<file path="src/rtl/gat_dbg_defs.svh">
`ifndef GAT_DBG_DEFS_SVH
`define GAT_DBG_DEFS_SVH

// ************************************************************
// Identity and configuration words
// ************************************************************
`define GAT_DBG_SIGNATURE     32'd21072204
`define GAT_H_NUM_SPARSE_DATA 32'd12

// ************************************************************
// Sparse PE array geometry
// ************************************************************
`define GAT_SPPE_LANES 16
`define GAT_SPPE_WIDTH 12

// ************************************************************
// Probe triggers
// ************************************************************
`define GAT_PROBE_LANE       2
`define GAT_PROBE_ADDR_A     10   // Weighted-h address
`define GAT_PROBE_ADDR_B     20   // Weighted-h address
`define GAT_HDATA_PROBE_ADDR 0

// First feature address past the feature region
`define GAT_FEAT_ADDR_LIMIT 43328

// Softmax valid cycle counter
`define GAT_SM_COUNT_WIDTH 48

`endif
</file>
<file path="src/rtl/gat_dbg_pkg.sv">
`default_nettype none

`include "gat_dbg_defs.svh"

package gat_dbg_pkg;

  // Sparse PE lane results
  typedef logic [`GAT_SPPE_WIDTH-1:0] sppe_word_t;
  typedef logic [`GAT_SPPE_LANES-1:0][`GAT_SPPE_WIDTH-1:0] sppe_vec_t;

  // Memory ports seen by the monitor
  typedef logic [18:0] hdata_word_t;
  typedef logic [17:0] hdata_addr_t;
  typedef logic [13:0] wh_addr_t;
  typedef logic [15:0] feat_addr_t;

  typedef logic [31:0] dbg_word_t;

  // Sticky stage bits, spmm_vld is the MSB
  typedef struct packed {
    logic spmm_vld;
    logic spmm_rdy;
    logic dmvm_vld;
    logic dmvm_rdy;
    logic sm_vld;
    logic sm_rdy;
    logic aggr_vld;
    logic aggr_rdy;
  } stage_flags_t;

  // Readout word selector
  typedef enum logic [2:0] {
    DBG_ID          = 3'd0,
    DBG_CONFIG      = 3'd1,
    DBG_FLAGS       = 3'd2,
    DBG_SM_COUNT_LO = 3'd3,
    DBG_SM_COUNT_HI = 3'd4,
    DBG_PROBE_A     = 3'd5,
    DBG_PROBE_B     = 3'd6,
    DBG_PROBE_C     = 3'd7
  } dbg_sel_e;

endpackage

`default_nettype wire

</file>
<file path="src/rtl/gat_debug_top.sv">
`timescale 1ns/10ps
`default_nettype none

`include "gat_dbg_defs.svh"

module gat_debug_top (
  input  wire logic                      clk,
  input  wire logic                      rst_n,
  input  wire logic                      dbg_clear_i,
  input  wire logic                      spmm_vld_i,
  input  wire logic                      spmm_rdy_i,
  input  wire logic                      dmvm_vld_i,
  input  wire logic                      dmvm_rdy_i,
  input  wire logic                      sm_vld_i,
  input  wire logic                      sm_rdy_i,
  input  wire logic                      aggr_vld_i,
  input  wire logic                      aggr_rdy_i,
  input  wire gat_dbg_pkg::hdata_addr_t  h_data_bram_addrb_i,
  input  wire gat_dbg_pkg::hdata_word_t  h_data_bram_dout_i,
  input  wire gat_dbg_pkg::sppe_vec_t    sppe_i,
  input  wire gat_dbg_pkg::wh_addr_t     wh_bram_addra_i,
  input  wire logic                      feat_bram_ena_i,
  input  wire gat_dbg_pkg::feat_addr_t   feat_bram_addra_i,
  input  wire gat_dbg_pkg::dbg_sel_e     dbg_sel_i,
  output gat_dbg_pkg::dbg_word_t         dbg_word_o
);

  gat_dbg_pkg::stage_flags_t       stage_flags;
  logic                            feat_wr_seen;
  logic                            feat_overflow;
  logic [`GAT_SM_COUNT_WIDTH-1:0]  sm_count;
  gat_dbg_pkg::sppe_word_t         probe_a_value;
  gat_dbg_pkg::sppe_word_t         probe_b_value;
  gat_dbg_pkg::hdata_word_t        probe_c_value;
  logic [2:0]                      probe_captured; // {C, B, A}

  // ************************************************************
  // Flag tracker
  // ************************************************************

  stage_flag_tracker u_tracker (
    .clk             (clk),
    .rst_n           (rst_n),
    .clear_i         (dbg_clear_i),
    .spmm_vld_i      (spmm_vld_i),
    .spmm_rdy_i      (spmm_rdy_i),
    .dmvm_vld_i      (dmvm_vld_i),
    .dmvm_rdy_i      (dmvm_rdy_i),
    .sm_vld_i        (sm_vld_i),
    .sm_rdy_i        (sm_rdy_i),
    .aggr_vld_i      (aggr_vld_i),
    .aggr_rdy_i      (aggr_rdy_i),
    .feat_ena_i      (feat_bram_ena_i),
    .feat_addr_i     (feat_bram_addra_i),
    .stage_flags_o   (stage_flags),
    .feat_wr_seen_o  (feat_wr_seen),
    .feat_overflow_o (feat_overflow),
    .sm_count_o      (sm_count)
  );

  // ************************************************************
  // Probes
  // ************************************************************

  // A and B watch one spmm lane at weighted-h addresses
  probe_capture #(
    .payload_t (gat_dbg_pkg::sppe_word_t),
    .addr_t    (gat_dbg_pkg::wh_addr_t),
    .TRIG_ADDR (gat_dbg_pkg::wh_addr_t'(`GAT_PROBE_ADDR_A))
  ) u_probe_a (
    .clk        (clk),
    .rst_n      (rst_n),
    .clear_i    (dbg_clear_i),
    .strobe_i   (spmm_rdy_i),
    .addr_i     (wh_bram_addra_i),
    .payload_i  (sppe_i[`GAT_PROBE_LANE]),
    .value_o    (probe_a_value),
    .captured_o (probe_captured[0])
  );

  probe_capture #(
    .payload_t (gat_dbg_pkg::sppe_word_t),
    .addr_t    (gat_dbg_pkg::wh_addr_t),
    .TRIG_ADDR (gat_dbg_pkg::wh_addr_t'(`GAT_PROBE_ADDR_B))
  ) u_probe_b (
    .clk        (clk),
    .rst_n      (rst_n),
    .clear_i    (dbg_clear_i),
    .strobe_i   (spmm_rdy_i),
    .addr_i     (wh_bram_addra_i),
    .payload_i  (sppe_i[`GAT_PROBE_LANE]),
    .value_o    (probe_b_value),
    .captured_o (probe_captured[1])
  );

  probe_capture #(
    .payload_t (gat_dbg_pkg::hdata_word_t),
    .addr_t    (gat_dbg_pkg::hdata_addr_t),
    .TRIG_ADDR (gat_dbg_pkg::hdata_addr_t'(`GAT_HDATA_PROBE_ADDR))
  ) u_probe_c (
    .clk        (clk),
    .rst_n      (rst_n),
    .clear_i    (dbg_clear_i),
    .strobe_i   (spmm_vld_i),     // h-data reads happen during spmm
    .addr_i     (h_data_bram_addrb_i),
    .payload_i  (h_data_bram_dout_i),
    .value_o    (probe_c_value),
    .captured_o (probe_captured[2])
  );

  // ************************************************************
  // Readout
  // ************************************************************

  debug_readout u_readout (
    .clk              (clk),
    .rst_n            (rst_n),
    .sel_i            (dbg_sel_i),
    .stage_flags_i    (stage_flags),
    .feat_wr_seen_i   (feat_wr_seen),
    .feat_overflow_i  (feat_overflow),
    .sm_count_i       (sm_count),
    .probe_a_i        (probe_a_value),
    .probe_b_i        (probe_b_value),
    .probe_c_i        (probe_c_value),
    .probe_captured_i (probe_captured),
    .dbg_word_o       (dbg_word_o)
  );

endmodule

`default_nettype wire

</file>
<file path="src/rtl/debug_readout.sv">
`timescale 1ns/10ps
`default_nettype none

`include "gat_dbg_defs.svh"

module debug_readout (
  input  wire logic                           clk,
  input  wire logic                           rst_n,
  input  wire gat_dbg_pkg::dbg_sel_e          sel_i,
  input  wire gat_dbg_pkg::stage_flags_t      stage_flags_i,
  input  wire logic                           feat_wr_seen_i,
  input  wire logic                           feat_overflow_i,
  input  wire logic [`GAT_SM_COUNT_WIDTH-1:0] sm_count_i,
  input  wire gat_dbg_pkg::sppe_word_t        probe_a_i,
  input  wire gat_dbg_pkg::sppe_word_t        probe_b_i,
  input  wire gat_dbg_pkg::hdata_word_t       probe_c_i,
  input  wire logic [2:0]                     probe_captured_i,
  output gat_dbg_pkg::dbg_word_t              dbg_word_o
);

  localparam int unsigned CW = `GAT_SM_COUNT_WIDTH;

  gat_dbg_pkg::dbg_word_t id_word;
  gat_dbg_pkg::dbg_word_t config_word;
  gat_dbg_pkg::dbg_word_t flags_word;
  gat_dbg_pkg::dbg_word_t count_lo_word;
  gat_dbg_pkg::dbg_word_t count_hi_word;
  gat_dbg_pkg::dbg_word_t probe_a_word;
  gat_dbg_pkg::dbg_word_t probe_b_word;
  gat_dbg_pkg::dbg_word_t probe_c_word;
  gat_dbg_pkg::dbg_word_t word_mux;
  gat_dbg_pkg::dbg_word_t dbg_word_q;

  // ************************************************************
  // Word assembly
  // ************************************************************

  assign id_word     = `GAT_DBG_SIGNATURE;
  assign config_word = `GAT_H_NUM_SPARSE_DATA;

  // Captured bits in 12:10, probe A lowest
  assign flags_word = {19'd0, probe_captured_i, feat_overflow_i, feat_wr_seen_i,
                       stage_flags_i};

  assign count_lo_word = sm_count_i[31:0];
  assign count_hi_word = gat_dbg_pkg::dbg_word_t'(sm_count_i[CW-1:32]);

  assign probe_a_word = gat_dbg_pkg::dbg_word_t'(probe_a_i); // Zero-extended
  assign probe_b_word = gat_dbg_pkg::dbg_word_t'(probe_b_i);
  assign probe_c_word = gat_dbg_pkg::dbg_word_t'(probe_c_i);

  always_comb begin
    case (sel_i)
      gat_dbg_pkg::DBG_ID:          word_mux = id_word;
      gat_dbg_pkg::DBG_CONFIG:      word_mux = config_word;
      gat_dbg_pkg::DBG_FLAGS:       word_mux = flags_word;
      gat_dbg_pkg::DBG_SM_COUNT_LO: word_mux = count_lo_word;
      gat_dbg_pkg::DBG_SM_COUNT_HI: word_mux = count_hi_word;
      gat_dbg_pkg::DBG_PROBE_A:     word_mux = probe_a_word;
      gat_dbg_pkg::DBG_PROBE_B:     word_mux = probe_b_word;
      gat_dbg_pkg::DBG_PROBE_C:     word_mux = probe_c_word;
      default:                      word_mux = '0;
    endcase
  end

  // ************************************************************
  // Output register
  // ************************************************************

  always_ff @(posedge clk or negedge rst_n) begin
    if (!rst_n) begin
      dbg_word_q <= '0;
    end else begin
      dbg_word_q <= word_mux;
    end
  end

  assign dbg_word_o = dbg_word_q;

  // ************************************************************
  // Checks
  // ************************************************************

  a_sel_known : assert property (
    @(posedge clk) disable iff (!rst_n)
    !$isunknown(sel_i)
  );

endmodule

`default_nettype wire

</file>
<file path="src/rtl/probe_capture.sv">
`timescale 1ns/10ps
`default_nettype none

module probe_capture #(
  parameter type   payload_t = logic [7:0],
  parameter type   addr_t    = logic [7:0],
  parameter addr_t TRIG_ADDR = '0
) (
  input  wire logic clk,
  input  wire logic rst_n,
  input  wire logic clear_i,
  input  wire logic strobe_i,
  input  wire addr_t    addr_i,
  input  wire payload_t payload_i,
  output payload_t      value_o,
  output logic          captured_o
);

  payload_t value_q;
  logic     captured_q;
  logic     hit;

  // Trigger address seen while the strobe is up
  assign hit = strobe_i && (addr_i == TRIG_ADDR);

  always_ff @(posedge clk or negedge rst_n) begin
    if (!rst_n) begin
      value_q    <= payload_t'('0);
      captured_q <= 1'b0;
    end else if (clear_i) begin
      value_q    <= payload_t'('0);
      captured_q <= 1'b0;
    end else if (hit) begin
      value_q    <= payload_i; // Later match overwrites
      captured_q <= 1'b1;
    end
  end

  assign value_o    = value_q;
  assign captured_o = captured_q;

  // ************************************************************
  // Checks
  // ************************************************************

  a_payload_known : assert property (
    @(posedge clk) disable iff (!rst_n)
    (hit && !clear_i) |-> !$isunknown(payload_i)
  );

endmodule

`default_nettype wire

</file>
<file path="src/rtl/stage_flag_tracker.sv">
`timescale 1ns/10ps
`default_nettype none

`include "gat_dbg_defs.svh"

module stage_flag_tracker (
  input  wire logic                           clk,
  input  wire logic                           rst_n,
  input  wire logic                           clear_i,
  input  wire logic                           spmm_vld_i,
  input  wire logic                           spmm_rdy_i,
  input  wire logic                           dmvm_vld_i,
  input  wire logic                           dmvm_rdy_i,
  input  wire logic                           sm_vld_i,
  input  wire logic                           sm_rdy_i,
  input  wire logic                           aggr_vld_i,
  input  wire logic                           aggr_rdy_i,
  input  wire logic                           feat_ena_i,
  input  wire gat_dbg_pkg::feat_addr_t        feat_addr_i,
  output gat_dbg_pkg::stage_flags_t           stage_flags_o,
  output logic                                feat_wr_seen_o,
  output logic                                feat_overflow_o,
  output logic [`GAT_SM_COUNT_WIDTH-1:0]      sm_count_o
);

  localparam int unsigned CW = `GAT_SM_COUNT_WIDTH;

  gat_dbg_pkg::stage_flags_t stage_hits;
  gat_dbg_pkg::stage_flags_t stage_flags_q;
  logic                      feat_wr_seen_q;
  logic                      feat_overflow_q;
  logic                      feat_out_of_range;
  logic [CW-1:0]             sm_count_q;
  logic [9:0]                sticky_bits;

  // ************************************************************
  // Sticky flags
  // ************************************************************

  assign stage_hits = {spmm_vld_i, spmm_rdy_i, dmvm_vld_i, dmvm_rdy_i,
                       sm_vld_i, sm_rdy_i, aggr_vld_i, aggr_rdy_i};

  assign feat_out_of_range =
    (feat_addr_i >= gat_dbg_pkg::feat_addr_t'(`GAT_FEAT_ADDR_LIMIT));

  always_ff @(posedge clk or negedge rst_n) begin
    if (!rst_n) begin
      stage_flags_q   <= '0;
      feat_wr_seen_q  <= 1'b0;
      feat_overflow_q <= 1'b0;
    end else if (clear_i) begin // Clear beats a same-cycle set
      stage_flags_q   <= '0;
      feat_wr_seen_q  <= 1'b0;
      feat_overflow_q <= 1'b0;
    end else begin
      stage_flags_q <= stage_flags_q | stage_hits;
      if (feat_ena_i) begin
        feat_wr_seen_q <= 1'b1;
      end
      if (feat_ena_i && feat_out_of_range) begin
        feat_overflow_q <= 1'b1;
      end
    end
  end

  // ************************************************************
  // Softmax valid cycle counter
  // ************************************************************

  always_ff @(posedge clk or negedge rst_n) begin
    if (!rst_n) begin
      sm_count_q <= '0;
    end else if (clear_i) begin
      sm_count_q <= '0;
    end else if (sm_vld_i) begin
      sm_count_q <= sm_count_q + CW'(1); // Wraps at full width
    end
  end

  assign stage_flags_o   = stage_flags_q;
  assign feat_wr_seen_o  = feat_wr_seen_q;
  assign feat_overflow_o = feat_overflow_q;
  assign sm_count_o      = sm_count_q;

  // ************************************************************
  // Checks
  // ************************************************************

  assign sticky_bits = {stage_flags_q, feat_wr_seen_q, feat_overflow_q};

  // Set bits only fall through a clear
  a_sticky_hold : assert property (
    @(posedge clk) disable iff (!rst_n)
    !clear_i |=> ((sticky_bits & $past(sticky_bits)) == $past(sticky_bits))
  );

  a_count_monotonic : assert property (
    @(posedge clk) disable iff (!rst_n)
    (!clear_i && !(&sm_count_q)) |=> (sm_count_q >= $past(sm_count_q))
  );

endmodule

`default_nettype wire

</file>
<file path="config.mk">
export PLATFORM = sky130hd
export DESIGN_NAME = gat_debug_top
export DESIGN_NICKNAME = d
export VERILOG_FILES = /design/src/rtl/gat_dbg_pkg.sv /design/src/rtl/gat_debug_top.sv /design/src/rtl/debug_readout.sv /design/src/rtl/probe_capture.sv /design/src/rtl/stage_flag_tracker.sv
export VERILOG_INCLUDE_DIRS = /design/src /design/src/rtl
export SDC_FILE = /design/constraint.sdc
export NUM_CORES = 1
export LEC_CHECK = 0
export ABC_CLOCK_PERIOD_IN_PS = 1900
export BUFFER_PORTS_ARGS = -buffer_cell sky130_fd_sc_hd__buf_2
export CAP_MARGIN = 20
export CORE_ASPECT_RATIO = 2
export CORE_UTILIZATION = 43
export DETAILED_ROUTE_END_ITERATION = 12
export PLACE_DENSITY = 0.77
export SYNTH_ARGS = -nofsm -noshare
export SYNTH_HDL_FRONTEND = slang
export SYNTH_SLANG_ARGS = --single-unit
</file>
<file path="constraint.sdc">
create_clock -name clk -period 1.9 [get_ports clk]
set_input_delay 0.285 -clock clk [delete_from_list [all_inputs] [get_ports clk]]
set_output_delay 0.285 -clock clk [all_outputs]
set_load 0.005 [all_outputs]
</file>
==> results of run 1 <==
-- cells in the mapped netlist (all sizes together) --
cell    count
a211o       1
a211oi      1
a21boi      1
a21oi      51
a221oi      1
a222oi      1
a22o        6
a22oi       2
a32oi       1
and2       13
and3        7
and3b       1
and4       10
buf        21
clkbuf     25
dfrtp     136
ha          1
inv        14
mux2       20
mux2i      39
mux4        6
nand2      27
nand2b      4
nand3      38
nand3b      1
nand4      22
nor2       87
nor2b      15
nor3       10
nor4       14
nor4b       2
nor4bb      2
o21a        1
o21ai      36
o221ai      4
o31ai      13
or3         6
or4        13
xnor2       2
xor2       11
-- critical path, cell delays in order (launching register included) --
cell and delay (ns):
dfrtp_1 0.39, ha_2 0.20, and3_4 0.22, nand4_2 0.14
buf_4 0.20, nor4_2 0.29, mux2_2 0.37
-- where the power goes --
group	internal (W)	switching [W]	leakage (nW)
Clock	0.00247	0.00131	0.317
Sequential	0.00293	0.0000178	1.88
Combinational	0.000164	0.000247	2.23
-- logic make-up (layout without fill, tap and decap cells) --
group	after synthesis	in the layout	synth area share [%]
flip-flops	136	136	50.6
XOR/XNOR	13	13	1.69
AND/OR/NAND/NOR	272	273	21.9
buffers and inverters	60	265	4.16
adder cells (fa/ha/maj)	1	1	0.186
multiplexers	65	65	11.2
AO/OA/AOI/OAI	119	119	10.3
-- registers in the layout, summed over array words and instances, names as in the netlist, 8 cells and up --
name and count:
u_probe_a.value_o 12, u_probe_b.value_o 12, u_probe_c.value_o 19, u_tracker.sm_count_o 48, u_tracker.stage_flags_o 8, u_readout.dbg_word_o 32
-- final cells by class --
class / instances / area, sq um / share of cell area, %
clock buffer: 18 / 429 / 4.79
clock inverter: 14 / 246 / 2.75
inverter: 14 / 52.6 / 0.587
multi-input combinational: 471 / 3190 / 35.6
sequential: 136 / 3400 / 38.0
tap: 198 / 248 / 2.76
timing repair buffer: 219 / 1390 / 15.5
-- repair_timing --
action	in CTS	in global routing
endpoints found under the hold margin	38	0
cloned	0	1
gates resized for setup	9	22
setup buffers	0	4
setup endpoints to repair	10	23
hold buffers	1	0
pin swaps	0	3
-- worst paths after layout --
kind / endpoint / from / cells after the start
worst max-delay path: u_tracker.sm_count_o[36] / u_tracker.sm_count_o[0] / 6
worst min-delay path: u_tracker.stage_flags_o[5] / dmvm_vld_i / 3
worst max register to register: u_tracker.sm_count_o[36] / u_tracker.sm_count_o[0] / 6
worst min register to register: u_tracker.stage_flags_o[5] / u_tracker.stage_flags_o[5] / 2
max in group asynchronous: u_readout.dbg_word_o[29] / rst_n / 3
min in group asynchronous: u_tracker.feat_overflow_o / rst_n / 2
-- per-stage QoR --
step	hold slack [ns]	total power [W]	setup TNS [ns]	util, %	instance area [sq um]
2_1_floorplan	-0.0106	0.00315	0	-	6730
6_report	0.0796	0.00714	-0.0553	58.6	8960
3_3_place_gp	0.225	0.00339	-0.0193	52.9	8090
3_5_place_dp	0.228	0.00340	-0.217	52.9	8090
5_1_grt	0.0883	0.00732	-0.351	58.6	8960
4_1_cts	0.0787	0.00717	-0.00152	57.7	8820
-- metal layers --
metal	wire (um)	up-vias	part of all wire, %	track usage, %
li1	-	2790	-	-
met1	7000	2984	35	24.8
met2	11200	210	56	45.4
met3	714	72	3.5	4.03
met4	1270	0	6.3	19.0
met5	0	-	0	0
==> run_results.csv, run 1 <==
group,metric,value,unit
run_status,outcome,"finished with violations",
run_status,violations,"setup timing",
floorplan,die_w,90.5,um
final_layout,n_fill_cell,1251,
power,leakagePower,4.43,nW
sta,drv_slew,0,
worst_setup_path,cp_data_arrival_time,2.24,ns
yosys,synth_seq_area_share,50.6,%
yosys,synth_area_leaders,"dfrtp_1 51%, mux2i_1 5.8%, nor2_1 4.9%",
clock_tree,tritoncts,"done",
routing,wl_per_cell,18.9,um
routing,via_count,6056,
sta,fin_skew,0.00835,ns
yosys,syn-cell-area,6730,sq um
power,power_density,796,nW/um^2
clock_tree,cts_sinks,136,
yosys,ys_ff_latch,136,
worst_setup_path,worstPathMaxFanout,4,
global_routing,grt_max_degree,49,
sta,worst_pin_slew,0.522,ns
place,numPortBuffers,119,
clock_tree,cts_inserted_buffers,17,
final_layout,fin_cells,1070,
worst_setup_path,crit_path_end_kind,"flip-flop",
clock_tree,clk_pin_slew,0.06,ns
worst_hold_path,hold_path_class,"in2reg",
power,vdd_drop_max,0.650,mV
yosys,synth_cells,666,
worst_setup_path,critPathRequiredTime,2.22,ns
floorplan,io_pins,306,
global_routing,grt-ovfl-total,0,
final_layout,final_cell_mix,"136 x dfrtp_1, 117 x buf_2, 96 x buf_4",
yosys,avgSynthCellArea,10.1,sq um
sta,final.min_clock_period,1.93,ns
routing,drt_iter0_markers,350,
final_layout,area.growth.synth_to_final,33.1,%
clock_tree,cts.path.max_buffers,2,
clock_tree,cts-root-buf,"clkbuf_16",
clock_tree,htreeDepth,4,
clock_tree,worstSkewPairLatency,0.43,ns
worst_setup_path,criticalPathCategory,"reg2reg",
floorplan,rows,64,
floorplan,design.core.area,15300,sq um
yosys,yosysTopAreaCell,"dfrtp_1",
routing,first_pass_iters,8,
yosys,synth.top_cell.area_share,50.6,%
sta,fin_ws,-0.0283,ns
flow_run,max_cap_viol_count,0,
final_layout,diodes,0,
sta,max_slew_margin,65.2,%
global_routing,grt_usage,24.8,%
final_layout,nNetsFinal,1134,
global_routing,grt_pass1_vias,6060,
yosys,yosysWarningCount,0,
global_routing,grt_pass1_wl,30.4,mm
sta,rsz0062_at_grt,"true",
worst_setup_path,r2r_setup_slack,-0.03,ns
final_layout,mostFrequentLayoutCell,"dfrtp_1",
yosys,ys_types,49,
yosys,syn-num-nets,941,
place,dp_slack,-0.0668,ns
place,hpwl,14.2,mm
routing,avgViaCountPerCell,5.66,
floorplan,die_area,16200,sq um
routing,totalWireLength,20.2,mm
routing,drc_errors,0,
floorplan,start_util,44.0,%
sta,hold_violations,0,
sta,timing.fmax,519,MHz
place,dp_cells,1032,
routing,ant_nets,0,
sta,finalCritPeriodShare,101,%
sta,setup_violations,2,
final_layout,drive_gt1_share,35.1,%
place,routabilityCongestion,0.900,
floorplan,die_height,179,um
worst_setup_path,critPathLaunchType,"flip-flop",
global_routing,antenna_found_initial,0,
Note: power is estimated with default switching activity, not from simulation.
==> run 2, diff against run 1 <==
ABC_AREA = 1   (was not set)
CORE_MARGIN = 3   (was not set)
==> run 2 against run 1 <==
Effect of this change:
- the flow now finishes without violations
- critical endpoint is now u_tracker.sm_count_o[43]
- die area rose by 10%
- clock skew rose by 0.0025 ns
- synthesized cell count rose by 43%
- register-to-register slack improved by 0.16 ns
- largest cell class unchanged
- global-route usage rose by 1.7 points
- setup slack improved by 0.16 ns
- clock-buffer cell count did not move
- via count rose by 13%
- sequential power barely moved
- clock power fell by 15%
- design area fell by 4.9%
==> run_results.csv, run 2 <==
group,metric,value,unit
run_status,outcome,"complete, no violations",
sta,hold_violations,0,
yosys,avgSynthCellArea,7.31,sq um
power,leakagePower,4.30,nW
final_layout,n_fill_cell,1540,
sta,finalCritPeriodShare,92.8,%
clock_tree,worstSkewPairLatency,0.43,ns
routing,wl_per_cell,17.0,um
worst_setup_path,critPathRequiredTime,2.22,ns
worst_setup_path,worstPathMaxFanout,7,
yosys,ys.flop_type,"dfrtp_1",
floorplan,die_height,186,um
sta,final.min_clock_period,1.76,ns
yosys,synth_seq_area_share,48.8,%
routing,totalWireLength,22.1,mm
global_routing,grt_usage,26.5,%
clock_tree,clk_pin_slew,0.07,ns
global_routing,grt-ovfl-total,0,
clock_tree,cts.path.max_buffers,2,
sta,max_slew_margin,66.8,%
final_layout,diodes,0,
floorplan,rows,65,
clock_tree,cts-root-buf,"clkbuf_16",
yosys,synth-edff-count,0,
yosys,async_reset_ff_share,100,%
final_layout,final_cell_mix,"281 x nand2_1, 186 x nor2_1, 134 x dfrtp_1",
global_routing,grt_pass1_wl,35.4,mm
yosys,yosysWarningCount,0,
final_layout,largest_reg_flops,48,
routing,first_pass_iters,7,
power,vdd_drop_max,0.669,mV
flow_run,max_cap_viol_count,0,
floorplan,die_area,17900,sq um
clock_tree,cts_inserted_buffers,17,
final_layout,multi_input_area,3080,sq um
final_layout,nNetsFinal,1365,
global_routing,grt_pass1_vias,6999,
routing,drc_errors,0,
worst_setup_path,crit_path_end_kind,"flip-flop",
power,power_density,776,nW/um^2
sta,timing.fmax,567,MHz
floorplan,design.core.area,15900,sq um
place,hpwl,17.2,mm
yosys,ys_top_cells_by_count,"282 x nand2_1, 187 x nor2_1, 136 x dfrtp_1",
worst_setup_path,cp_data_arrival_time,2.09,ns
floorplan,io_pins,306,
final_layout,area.growth.synth_to_final,22.2,%
final_layout,drive_gt1_share,18.2,%
sta,setup_tns,0,ns
yosys,synth_area_leaders,"dfrtp_1 49%, nand2_1 15%, nor2_1 10%",
yosys,syn-num-nets,1229,
sta,fin_skew,0.0109,ns
yosys,synth.most_common_cell,"nand2_1",
sta,drv_slew,0,
yosys,ys_ff_latch,136,
worst_hold_path,hold_path_class,"in2reg",
clock_tree,cts_sinks,136,
final_layout,post-route-cell-area,8520,sq um
worst_setup_path,critPathLaunchType,"flip-flop",
sta,setup_violations,0,
worst_setup_path,criticalPathCategory,"reg2reg",
global_routing,grt_max_degree,48,
routing,ant_nets,0,
final_layout,seqCellArea,3410,sq um
place,placed_area,7930,sq um
yosys,synth_cells,954,
yosys,ys_types,40,
routing,via_count,6852,
clock_tree,tritoncts,"done",
sta,worst_pin_slew,0.498,ns
final_layout,mostFrequentLayoutCell,"nand2_1",
yosys,synth.top_cell.area_share,48.8,%
floorplan,die_w,96.0,um
sta,rsz0062_at_grt,"false",
place,numPortBuffers,119,
yosys,syn-cell-area,6970,sq um
routing,drt_iter0_markers,514,
clock_tree,htreeDepth,4,
global_routing,antenna_found_initial,0,
place,routabilityCongestion,0.987,
yosys,yosysTopAreaCell,"dfrtp_1",
floorplan,start_util,44.0,%
routing,avgViaCountPerCell,5.25,
## run 2: cells by family after synthesis
kind of cell / after synthesis / share of synthesized area, %
fa+ha+maj: 1 / 0.179
flops: 136 / 48.8
compound gates: 84 / 7.20
buf+inv: 126 / 7.02
simple gates: 607 / 36.8
## run 2: layout make-up
class,count,share of cell area (%)
inverters,97,4.27
clock inverters,14,1.65
repair buffers,146,9.91
multi-input cells,692,36.2
clock buffers,18,5.04
well taps,201,2.95
flip-flops and latches,136,40.0
## run 2: stage by stage
step / setup WS, ns / utilization [%] / std cells / total power, W / hold WS (ns)
after detailed placement: 0.111 / 50.0 / 1271 / 0.00346 / 0.250
after CTS: 0.0825 / 53.7 / 1304 / 0.00665 / 0.0356
after floorplan: 0.523 / - / 954 / 0.00320 / -0.0106
after global routing: 0.0399 / 53.7 / 1304 / 0.00684 / 0.0504
after global placement: 0.171 / 50.0 / 1271 / 0.00345 / 0.249
final: 0.136 / 53.7 / 1304 / 0.00661 / 0.0437
## run 2: worst max-delay path, cell delays in order (launching register included)
cell     delay (ns)
dfrtp_1        0.47
nand2_1        0.13
nor2_4         0.22
nand2_4        0.12
nor2_4         0.25
nand2_1        0.11
nor2_2         0.17
nand2_1        0.08
nand2_1        0.07
nor2_1         0.04
## run 2: power breakdown
group	switching, W	internal, W
Clock	0.00137	0.00183
Combinational	0.000273	0.000160
Sequential	0.0000274	0.00295
## run 2: routing by layer
layer | vias to the layer above | wire length [um] | track usage (%)
met2 | 268 | 11800 | 46.3
met3 | 95 | 866 | 3.44
li1 | 3313 | - | -
met5 | - | 0 | 0
met4 | 0 | 2320 | 25.1
met1 | 3176 | 7150 | 25.7
## run 2: final timing paths
check	start	slack (ns)	cells past startpoint	end
hold reg to reg	u_probe_c.value_o[18]	0.49	2	u_readout.dbg_word_o[18]
setup / recovery	u_tracker.sm_count_o[2]	0.14	9	u_tracker.sm_count_o[43]
max in group asynchronous	rst_n	0.90	3	u_tracker.sm_count_o[22]
hold / removal	h_data_bram_dout_i[4]	0.04	3	u_probe_c.value_o[4]
min in group asynchronous	rst_n	0.36	2	u_tracker.stage_flags_o[6]
setup reg to reg	u_tracker.sm_count_o[2]	0.14	9	u_tracker.sm_count_o[43]
## run 2: repair_timing
item | CTS | global route
setup endpoints to repair | 0 | 5
resized for setup | 0 | 4
buffers inserted | 0 | 0
endpoints found under the hold margin | 44 | 0
hold buffers | 1 | 0
